===== config.mk =====
export PLATFORM = sky130hd
export DESIGN_NAME = sw_stripe_top
export DESIGN_NICKNAME = d
export VERILOG_FILES = /design/src/design/sw_pkg.sv /design/src/design/sw_pe.sv /design/src/design/pe_array.sv /design/src/design/stripe_ctrl.sv /design/src/design/stripe_result.sv /design/src/design/sw_stripe_top.sv
export SDC_FILE = /design/constraint.sdc
export NUM_CORES = 2
export LEC_CHECK = 0
export CORE_MARGIN = 2
export CORE_UTILIZATION = 66
export CTS_CLUSTER_DIAMETER = 150
export DETAILED_ROUTE_END_ITERATION = 8
export DONT_BUFFER_PORTS = 1
export PLACE_DENSITY = 0.86
export SLEW_MARGIN = 10
export SYNTH_ARGS = -nofsm -noshare
export SYNTH_HDL_FRONTEND = slang
export SYNTH_SLANG_ARGS = --single-unit

===== constraint.sdc =====
create_clock -name i_clk -period 15.9 [get_ports i_clk]
set_input_delay 0 -clock i_clk [delete_from_list [all_inputs] [get_ports i_clk]]
set_output_delay 0 -clock i_clk [all_outputs]
set_load 0.02 [all_outputs]

===== src/design/sw_pkg.sv =====
`default_nettype none

package sw_pkg;

    // alignment scores, wide enough for a 16 x 1023 stripe
    typedef logic signed [13:0] score_t;

    // nucleotide codes as they arrive on the query and reference buses
    typedef enum logic [1:0] {
        BASE_A = 2'd0,
        BASE_C = 2'd1,
        BASE_G = 2'd2,
        BASE_T = 2'd3
    } base_t;

    // number of reference bases in one job
    typedef logic [9:0] ref_len_t;

    // job sequencing
    typedef enum logic [1:0] {
        IDLE = 2'd0,
        CALC = 2'd1,
        EVAL = 2'd2
    } state_t;

    // stands in for minus infinity, far below any reachable score
    localparam score_t neg_inf = -14'sd4096;

    // affine gap, a gap of length k scores gap_open + (k-1) * gap_extend
    localparam score_t gap_open = -14'sd12;
    localparam score_t gap_extend = -14'sd1;

    // substitution scores
    localparam score_t match_score = 14'sd2;
    localparam score_t mismatch_score = -14'sd3;

endpackage

`default_nettype wire


===== src/design/sw_pe.sv =====
`default_nettype none

module sw_pe (
    input  sw_pkg::base_t  i_query_base,
    input  sw_pkg::base_t  i_ref_base,
    input  sw_pkg::score_t i_diag_score,
    input  sw_pkg::score_t i_top_score,
    input  sw_pkg::score_t i_left_score,
    input  sw_pkg::score_t i_left_ins,
    input  sw_pkg::score_t i_top_del,
    output sw_pkg::score_t o_score,
    output sw_pkg::score_t o_ins,
    output sw_pkg::score_t o_del
);
    import sw_pkg::*;

    score_t ins_open;
    score_t ins_ext;
    score_t del_open;
    score_t del_ext;
    score_t ins_best;
    score_t del_best;
    score_t diag_best;
    score_t gap_best;

    always_comb begin
        // horizontal gap, open from the left cell or extend its gap
        ins_open = i_left_score + gap_open;
        ins_ext = i_left_ins + gap_extend;
        ins_best = (ins_open > ins_ext) ? ins_open : ins_ext;

        // vertical gap, same rule on the cell above
        del_open = i_top_score + gap_open;
        del_ext = i_top_del + gap_extend;
        del_best = (del_open > del_ext) ? del_open : del_ext;

        // substitution from the diagonal
        if (i_query_base == i_ref_base) begin
            diag_best = i_diag_score + match_score;
        end else begin
            diag_best = i_diag_score + mismatch_score;
        end

        gap_best = (ins_best > del_best) ? ins_best : del_best;
    end

    assign o_ins = ins_best;
    assign o_del = del_best;
    assign o_score = (diag_best > gap_best) ? diag_best : gap_best;

endmodule

`default_nettype wire


===== src/design/pe_array.sv =====
`default_nettype none

module pe_array #(
    parameter int N_PE = 16
) (
    input  logic            i_clk,
    input  logic            i_rst,
    input  logic            i_load,
    input  logic [N_PE-1:0] i_enable,
    input  sw_pkg::base_t   i_query_bases [N_PE],
    input  sw_pkg::base_t   i_ref_bases [N_PE],
    input  sw_pkg::score_t  i_diag_score,
    input  sw_pkg::score_t  i_top_score,
    input  sw_pkg::score_t  i_top_del,
    output sw_pkg::score_t  o_cell_scores [N_PE],
    output logic [N_PE-1:0] o_cell_valid
);
    import sw_pkg::*;

    // last cell of each row, seen by the same element as its left neighbour
    score_t score_q [N_PE];
    score_t ins_q [N_PE];
    // deletion score handed to the element below
    score_t del_q [N_PE];

    logic [N_PE-1:0] valid_q;

    for (genvar k = 0; k < N_PE; k++) begin : g_pe
        // left column, a gap of length k+1
        localparam score_t left_init = score_t'(gap_open + gap_extend * k);

        score_t top_score;
        score_t top_del;
        score_t diag_in;
        score_t pe_score;
        score_t pe_ins;
        score_t pe_del;

        if (k == 0) begin : g_first
            // row 0 comes from the controller
            assign top_score = i_top_score;
            assign top_del = i_top_del;
            assign diag_in = i_diag_score;
        end else begin : g_inner
            // corner of the left column one row up
            localparam score_t diag_init = score_t'(gap_open + gap_extend * (k - 1));

            score_t diag_q;

            // previous top score becomes the next diagonal
            always_ff @(posedge i_clk) begin
                if (i_load) begin
                    diag_q <= diag_init;
                end else if (i_enable[k]) begin
                    diag_q <= score_q[k-1];
                end
            end

            assign top_score = score_q[k-1];
            assign top_del = del_q[k-1];
            assign diag_in = diag_q;
        end

        sw_pe i_sw_pe (
            .i_query_base (i_query_bases[k]),
            .i_ref_base   (i_ref_bases[k]),
            .i_diag_score (diag_in),
            .i_top_score  (top_score),
            .i_left_score (score_q[k]),
            .i_left_ins   (ins_q[k]),
            .i_top_del    (top_del),
            .o_score      (pe_score),
            .o_ins        (pe_ins),
            .o_del        (pe_del)
        );

        always_ff @(posedge i_clk) begin
            if (i_load) begin
                score_q[k] <= left_init;
                ins_q[k] <= neg_inf;
                del_q[k] <= neg_inf;
            end else if (i_enable[k]) begin
                score_q[k] <= pe_score;
                ins_q[k] <= pe_ins;
                del_q[k] <= pe_del;
            end
        end
    end

    // scores land one cycle after the enable
    always_ff @(posedge i_clk or posedge i_rst) begin
        if (i_rst) begin
            valid_q <= '0;
        end else begin
            valid_q <= i_enable;
        end
    end

    assign o_cell_scores = score_q;
    assign o_cell_valid = valid_q;

endmodule

`default_nettype wire


===== src/design/stripe_ctrl.sv =====
`default_nettype none

module stripe_ctrl #(
    parameter int N_PE = 16
) (
    input  logic               i_clk,
    input  logic               i_rst,
    input  logic               i_start,
    input  logic [2*N_PE-1:0]  i_query,
    input  sw_pkg::base_t      i_ref_base,
    output logic               o_load,
    output logic [N_PE-1:0]    o_enable,
    output sw_pkg::base_t      o_query_bases [N_PE],
    output sw_pkg::base_t      o_ref_bases [N_PE],
    output sw_pkg::score_t     o_diag_score,
    output sw_pkg::score_t     o_top_score,
    output sw_pkg::score_t     o_top_del,
    output logic               o_stripe_end,
    output sw_pkg::ref_len_t   o_ref_length
);
    import sw_pkg::*;

    state_t          state_q;
    state_t          state_d;
    logic [N_PE-1:0] enable_q;
    logic            last_en_q;
    logic            feed;
    ref_len_t        length_q;
    base_t           query_q [N_PE];
    base_t           ref_q [N_PE];
    score_t          top_q;
    score_t          diag_q;

    // job starts in the cycle i_start is seen in IDLE
    assign o_load = (state_q == IDLE) && i_start;

    // a reference base enters the array this cycle
    assign feed = o_load || ((state_q == CALC) && i_start);

    always_comb begin
        state_d = state_q;
        case (state_q)
            IDLE: begin
                if (i_start) begin
                    state_d = CALC;
                end
            end
            CALC: begin
                // wavefront has left the last element
                if (last_en_q && !enable_q[N_PE-1]) begin
                    state_d = EVAL;
                end
            end
            EVAL: begin
                state_d = IDLE;
            end
            default: begin
                state_d = IDLE;
            end
        endcase
    end

    always_ff @(posedge i_clk or posedge i_rst) begin
        if (i_rst) begin
            state_q <= IDLE;
            enable_q <= '0;
            last_en_q <= 1'b0;
            length_q <= '0;
        end else begin
            state_q <= state_d;
            // wavefront moves one element per cycle
            enable_q <= {enable_q[N_PE-2:0], feed};
            last_en_q <= enable_q[N_PE-1];
            if (o_load) begin
                length_q <= ref_len_t'(1);
            end else if ((state_q == CALC) && i_start) begin
                length_q <= length_q + 1'b1;
            end
        end
    end

    // row 0 boundary for element 0, one column per enabled cycle
    always_ff @(posedge i_clk) begin
        if (o_load) begin
            top_q <= gap_open;
            diag_q <= '0;
        end else if (enable_q[0]) begin
            diag_q <= top_q;
            top_q <= top_q + gap_extend;
        end
    end

    // query held for the whole job
    always_ff @(posedge i_clk) begin
        if (o_load) begin
            for (int k = 0; k < N_PE; k++) begin
                query_q[k] <= base_t'(i_query[2*k +: 2]);
            end
        end
    end

    // reference chain follows the enable wavefront
    always_ff @(posedge i_clk) begin
        ref_q[0] <= i_ref_base;
        for (int k = 1; k < N_PE; k++) begin
            ref_q[k] <= ref_q[k-1];
        end
    end

    assign o_enable = enable_q;
    assign o_query_bases = query_q;
    assign o_ref_bases = ref_q;
    assign o_top_score = top_q;
    assign o_diag_score = diag_q;
    // no deletion can come from above row 1
    assign o_top_del = neg_inf;
    assign o_stripe_end = (state_q == EVAL);
    assign o_ref_length = length_q;

endmodule

`default_nettype wire


===== src/design/stripe_result.sv =====
`default_nettype none

module stripe_result #(
    parameter int N_PE = 16
) (
    input  logic            i_clk,
    input  logic            i_rst,
    input  logic            i_load,
    input  sw_pkg::score_t  i_cell_scores [N_PE],
    input  logic [N_PE-1:0] i_cell_valid,
    output sw_pkg::score_t  o_max_score
);
    import sw_pkg::*;

    localparam int LEVELS = $clog2(N_PE);

    // node count at a tree level, odd leftovers pass straight up
    function automatic int level_width(input int lvl);
        return (N_PE + (1 << lvl) - 1) >> lvl;
    endfunction

    wire score_t tree [LEVELS+1][N_PE];

    score_t tree_max;
    score_t max_q;

    // idle elements must not win
    for (genvar n = 0; n < N_PE; n++) begin : g_leaf
        assign tree[0][n] = i_cell_valid[n] ? i_cell_scores[n] : neg_inf;
    end

    for (genvar lvl = 0; lvl < LEVELS; lvl++) begin : g_level
        for (genvar n = 0; n < level_width(lvl + 1); n++) begin : g_node
            if (2 * n + 1 < level_width(lvl)) begin : g_pair
                assign tree[lvl+1][n] = (tree[lvl][2*n] > tree[lvl][2*n+1]) ?
                                        tree[lvl][2*n] : tree[lvl][2*n+1];
            end else begin : g_pass
                assign tree[lvl+1][n] = tree[lvl][2*n];
            end
        end
    end

    assign tree_max = tree[LEVELS][0];

    // running maximum over the stripe
    always_ff @(posedge i_clk or posedge i_rst) begin
        if (i_rst) begin
            max_q <= neg_inf;
        end else if (i_load) begin
            max_q <= neg_inf;
        end else if (tree_max > max_q) begin
            max_q <= tree_max;
        end
    end

    assign o_max_score = max_q;

endmodule

`default_nettype wire


===== src/design/sw_stripe_top.sv =====
`default_nettype none

module sw_stripe_top #(
    parameter int N_PE = 16
) (
    input  logic              i_clk,
    input  logic              i_rst,
    input  logic              i_start,
    input  logic [2*N_PE-1:0] i_query,
    input  sw_pkg::base_t     i_ref_base,
    output logic              o_stripe_end,
    output sw_pkg::ref_len_t  o_ref_length,
    output sw_pkg::score_t    o_max_score
);
    import sw_pkg::*;

    logic            load;
    logic [N_PE-1:0] enable;
    base_t           query_bases [N_PE];
    base_t           ref_bases [N_PE];
    score_t          diag_score;
    score_t          top_score;
    score_t          top_del;
    score_t          cell_scores [N_PE];
    logic [N_PE-1:0] cell_valid;

    stripe_ctrl #(
        .N_PE (N_PE)
    ) i_stripe_ctrl (
        .i_clk         (i_clk),
        .i_rst         (i_rst),
        .i_start       (i_start),
        .i_query       (i_query),
        .i_ref_base    (i_ref_base),
        .o_load        (load),
        .o_enable      (enable),
        .o_query_bases (query_bases),
        .o_ref_bases   (ref_bases),
        .o_diag_score  (diag_score),
        .o_top_score   (top_score),
        .o_top_del     (top_del),
        .o_stripe_end  (o_stripe_end),
        .o_ref_length  (o_ref_length)
    );

    pe_array #(
        .N_PE (N_PE)
    ) i_pe_array (
        .i_clk         (i_clk),
        .i_rst         (i_rst),
        .i_load        (load),
        .i_enable      (enable),
        .i_query_bases (query_bases),
        .i_ref_bases   (ref_bases),
        .i_diag_score  (diag_score),
        .i_top_score   (top_score),
        .i_top_del     (top_del),
        .o_cell_scores (cell_scores),
        .o_cell_valid  (cell_valid)
    );

    stripe_result #(
        .N_PE (N_PE)
    ) i_stripe_result (
        .i_clk         (i_clk),
        .i_rst         (i_rst),
        .i_load        (load),
        .i_cell_scores (cell_scores),
        .i_cell_valid  (cell_valid),
        .o_max_score   (o_max_score)
    );

endmodule

`default_nettype wire


==> out/results.ini <==
[floorplanning]
row_count=135
die_area_mm2=0.139
die_w_um=372
die_h_um=372
core_area_mm2=0.135
num_io_pins=62
start_util=0.663

[clock_tree]
cts_root_buffer=clkbuf_16
clockBufferDepth=3
postCtsSetupRepairBufs=0
h-tree-depth=3
path_clk_slew_ps=70
clk_latency_ps=780
cts_tree=built
clock-sinks=1003
cts_buffers=114

[grt]
grt_pass1_wl_um=411000
grt_start_max_net_pins=139
grt_pass1_vias=77867
antenna_found_initial=2
grt.overflow.total=0
grt_use_total=0.367

[placed_design]
gp_congestion=0.999
portBuffers=0
post-place-ws_ps=2390
place_area_mm2=0.0909
detailedPlacementHpwl_um=201000

[routing]
viasPerCell=6.45
antenna_left=0
via_count=80938
drt_wl_total_um=262000
drt_iter0_markers=8534
first_pass_iters=7
drc=0
post_drt_wl_per_cell_um=20.9

[layout]
nFillCells=10238
layout_common_cells=ha_1, nor2_1, nand2_1, a21oi_1, inv_1
nNetsFinal=11865
final_common_cell=ha_1
finalInstanceArea_mm2=0.0957
multi_input_area_mm2=0.0604
syn_to_final_growth_pct=6.84
finish.utilization=0.708
regArea_mm2=0.0250
layout-drive-gt1-share=0.0538

[outcome]
status=completed

[sta]
maxSlewViolCount=0
rsz0062_at_grt=no
setup_viol=0
fmax_mhz=72.1
finClkSkew_ps=47.9
setup_ws_ps=2020
hold_viol=0
worst_pin_slew_ps=1220
fin_setup_tns_ps=0
slew_headroom=0.186
min_period_ps=13880
period_share=0.873

[setup_path]
r2r_slack_ps=2020
worst-setup-path-type=flip-flop to flip-flop
slowest_delay_ps=850
cp.required_ps=16530
cp_max_fo=37
setup.worst_path.start_class=flip-flop
cp_slowest_cell=a311oi_2
critPathCaptureType=flip-flop
worstPathArrival_ps=14510

[logic_synthesis]
ys_ff_latch=1003
syn_inst=10821
synth.avg_cell_area_um2=8.27
yosysWarnings=0
synth_nets=12014
async_flop_share=0.0429
synth-edff-count=466
ys_seq_area_frac=0.279
synth.distinct_cells=110
netlist_area_mm2=0.0895
synth_flop_cell=dfxtp_1

[hold_path]
hp-class=input port to flip-flop

[job]
cap_violations=0

-- metrics by stage --
stage | std cells | hold slack, ps
4_1_cts | 12552 | 34.9
3_5_place_dp | 12265 | -82.1
3_3_place_gp | 12265 | -75.0
6_report | 12553 | 77.7
5_1_grt | 12553 | 83.8
2_1_floorplan | 10821 | 27.7
-- final cells by class --
class / instances / area share
Antenna cell: 1 / 0.0000262
Clock buffer: 173 / 0.0384
Clock inverter: 42 / 0.00328
Inverter: 688 / 0.0270
Multi-Input combinational cell: 8692 / 0.631
Sequential cell: 1003 / 0.261
Tap cell: 1781 / 0.0233
Timing Repair Buffer: 173 / 0.0156
-- final timing paths --
path                                                from                        endpoint  depth (start not counted)
max reg2reg                   i_pe_array.o_cell_valid[3]  i_stripe_result.o_max_score[7]                         47
min                                              i_start        i_stripe_ctrl.state_q[0]                          3
max                           i_pe_array.o_cell_valid[3]  i_stripe_result.o_max_score[7]                         47
max in group asynchronous                          i_rst     i_pe_array.o_cell_valid[11]                          4
min reg2reg                i_stripe_ctrl.o_ref_bases[21]   i_stripe_ctrl.o_ref_bases[19]                          0
min in group asynchronous                          i_rst     i_pe_array.o_cell_valid[10]                          4
-- synthesized netlist by cell type, types with 87 or more instances --
master / n / share of area
a21o_1: 169 / 0.014
a21oi_1: 741 / 0.041
and2_1: 151 / 0.011
and3_1: 111 / 0.0078
clkbuf_1: 357 / 0.015
dfxtp_1: 494 / 0.11
edfxtp_1: 466 / 0.16
ha_1: 1156 / 0.16
inv_1: 684 / 0.029
mux2_2: 152 / 0.019
mux2i_1: 362 / 0.040
nand2_1: 906 / 0.038
nand2b_1: 314 / 0.022
nand3_1: 291 / 0.016
nand4_1: 210 / 0.015
nor2_1: 1143 / 0.048
nor2b_1: 215 / 0.015
nor3_1: 248 / 0.014
nor4_1: 132 / 0.0092
o21a_1: 109 / 0.0091
o21ai_0: 533 / 0.030
o22a_1: 87 / 0.0085
xnor2_1: 508 / 0.050
xor2_1: 300 / 0.029
-- flip-flops by register name, summed over array words and instances, names as in the netlist --
register                     cells
i_stripe_ctrl.o_diag_score      14
i_pe_array.o_cell_valid         16
i_pe_array.ins_q               224
i_stripe_ctrl.o_enable           1
i_stripe_ctrl.o_query_bases     32
i_pe_array.o_cell_scores        14
i_stripe_ctrl.o_top_score       14
i_pe_array.g_pe.diag_in        210
i_pe_array.g_pe.top_score      210
i_stripe_ctrl.o_ref_length      10
i_stripe_result.o_max_score     14
i_stripe_ctrl.o_ref_bases       32
i_stripe_ctrl.state_q            2
i_pe_array.del_q               210
-- routing by layer --
metal / vias to the layer above / part of all wire / track usage
met1: 38063 / 0.40 / 0.453
met2: 3642 / 0.46 / 0.613
met3: 927 / 0.083 / 0.0620
met5: - / 0 / 0
li1: 38306 / - / -
met4: 0 / 0.058 / 0.193
-- critical path, delay by kind of cell, from the launching register on --
kind                     cells  cell delay, ps
AND/OR/NAND/NOR             22            5380
adder cells (fa/ha/maj)      5            1770
flip-flops                   1             350
AO/OA/AOI/OAI               12            3830
buffers and inverters        3             770
multiplexers                 5            1600
-- what timing repair did --
item | in CTS | in global routing
setup endpoints to repair | 0 | 0
gates resized for setup | 0 | 0
hold endpoints to repair | 83 | 0
hold buffers | 72 | 0
-- cell families after synthesis --
family | synth area share
buf+inv | 0.0480
mux | 0.0599
simple gates | 0.222
xor+xnor | 0.0790
flops | 0.279
compound gates | 0.149
fa+ha+maj | 0.163
Power is left out: the tool's default activity adds up to more than one toggle a clock period on the data nets, which glitch-free logic cannot reach.
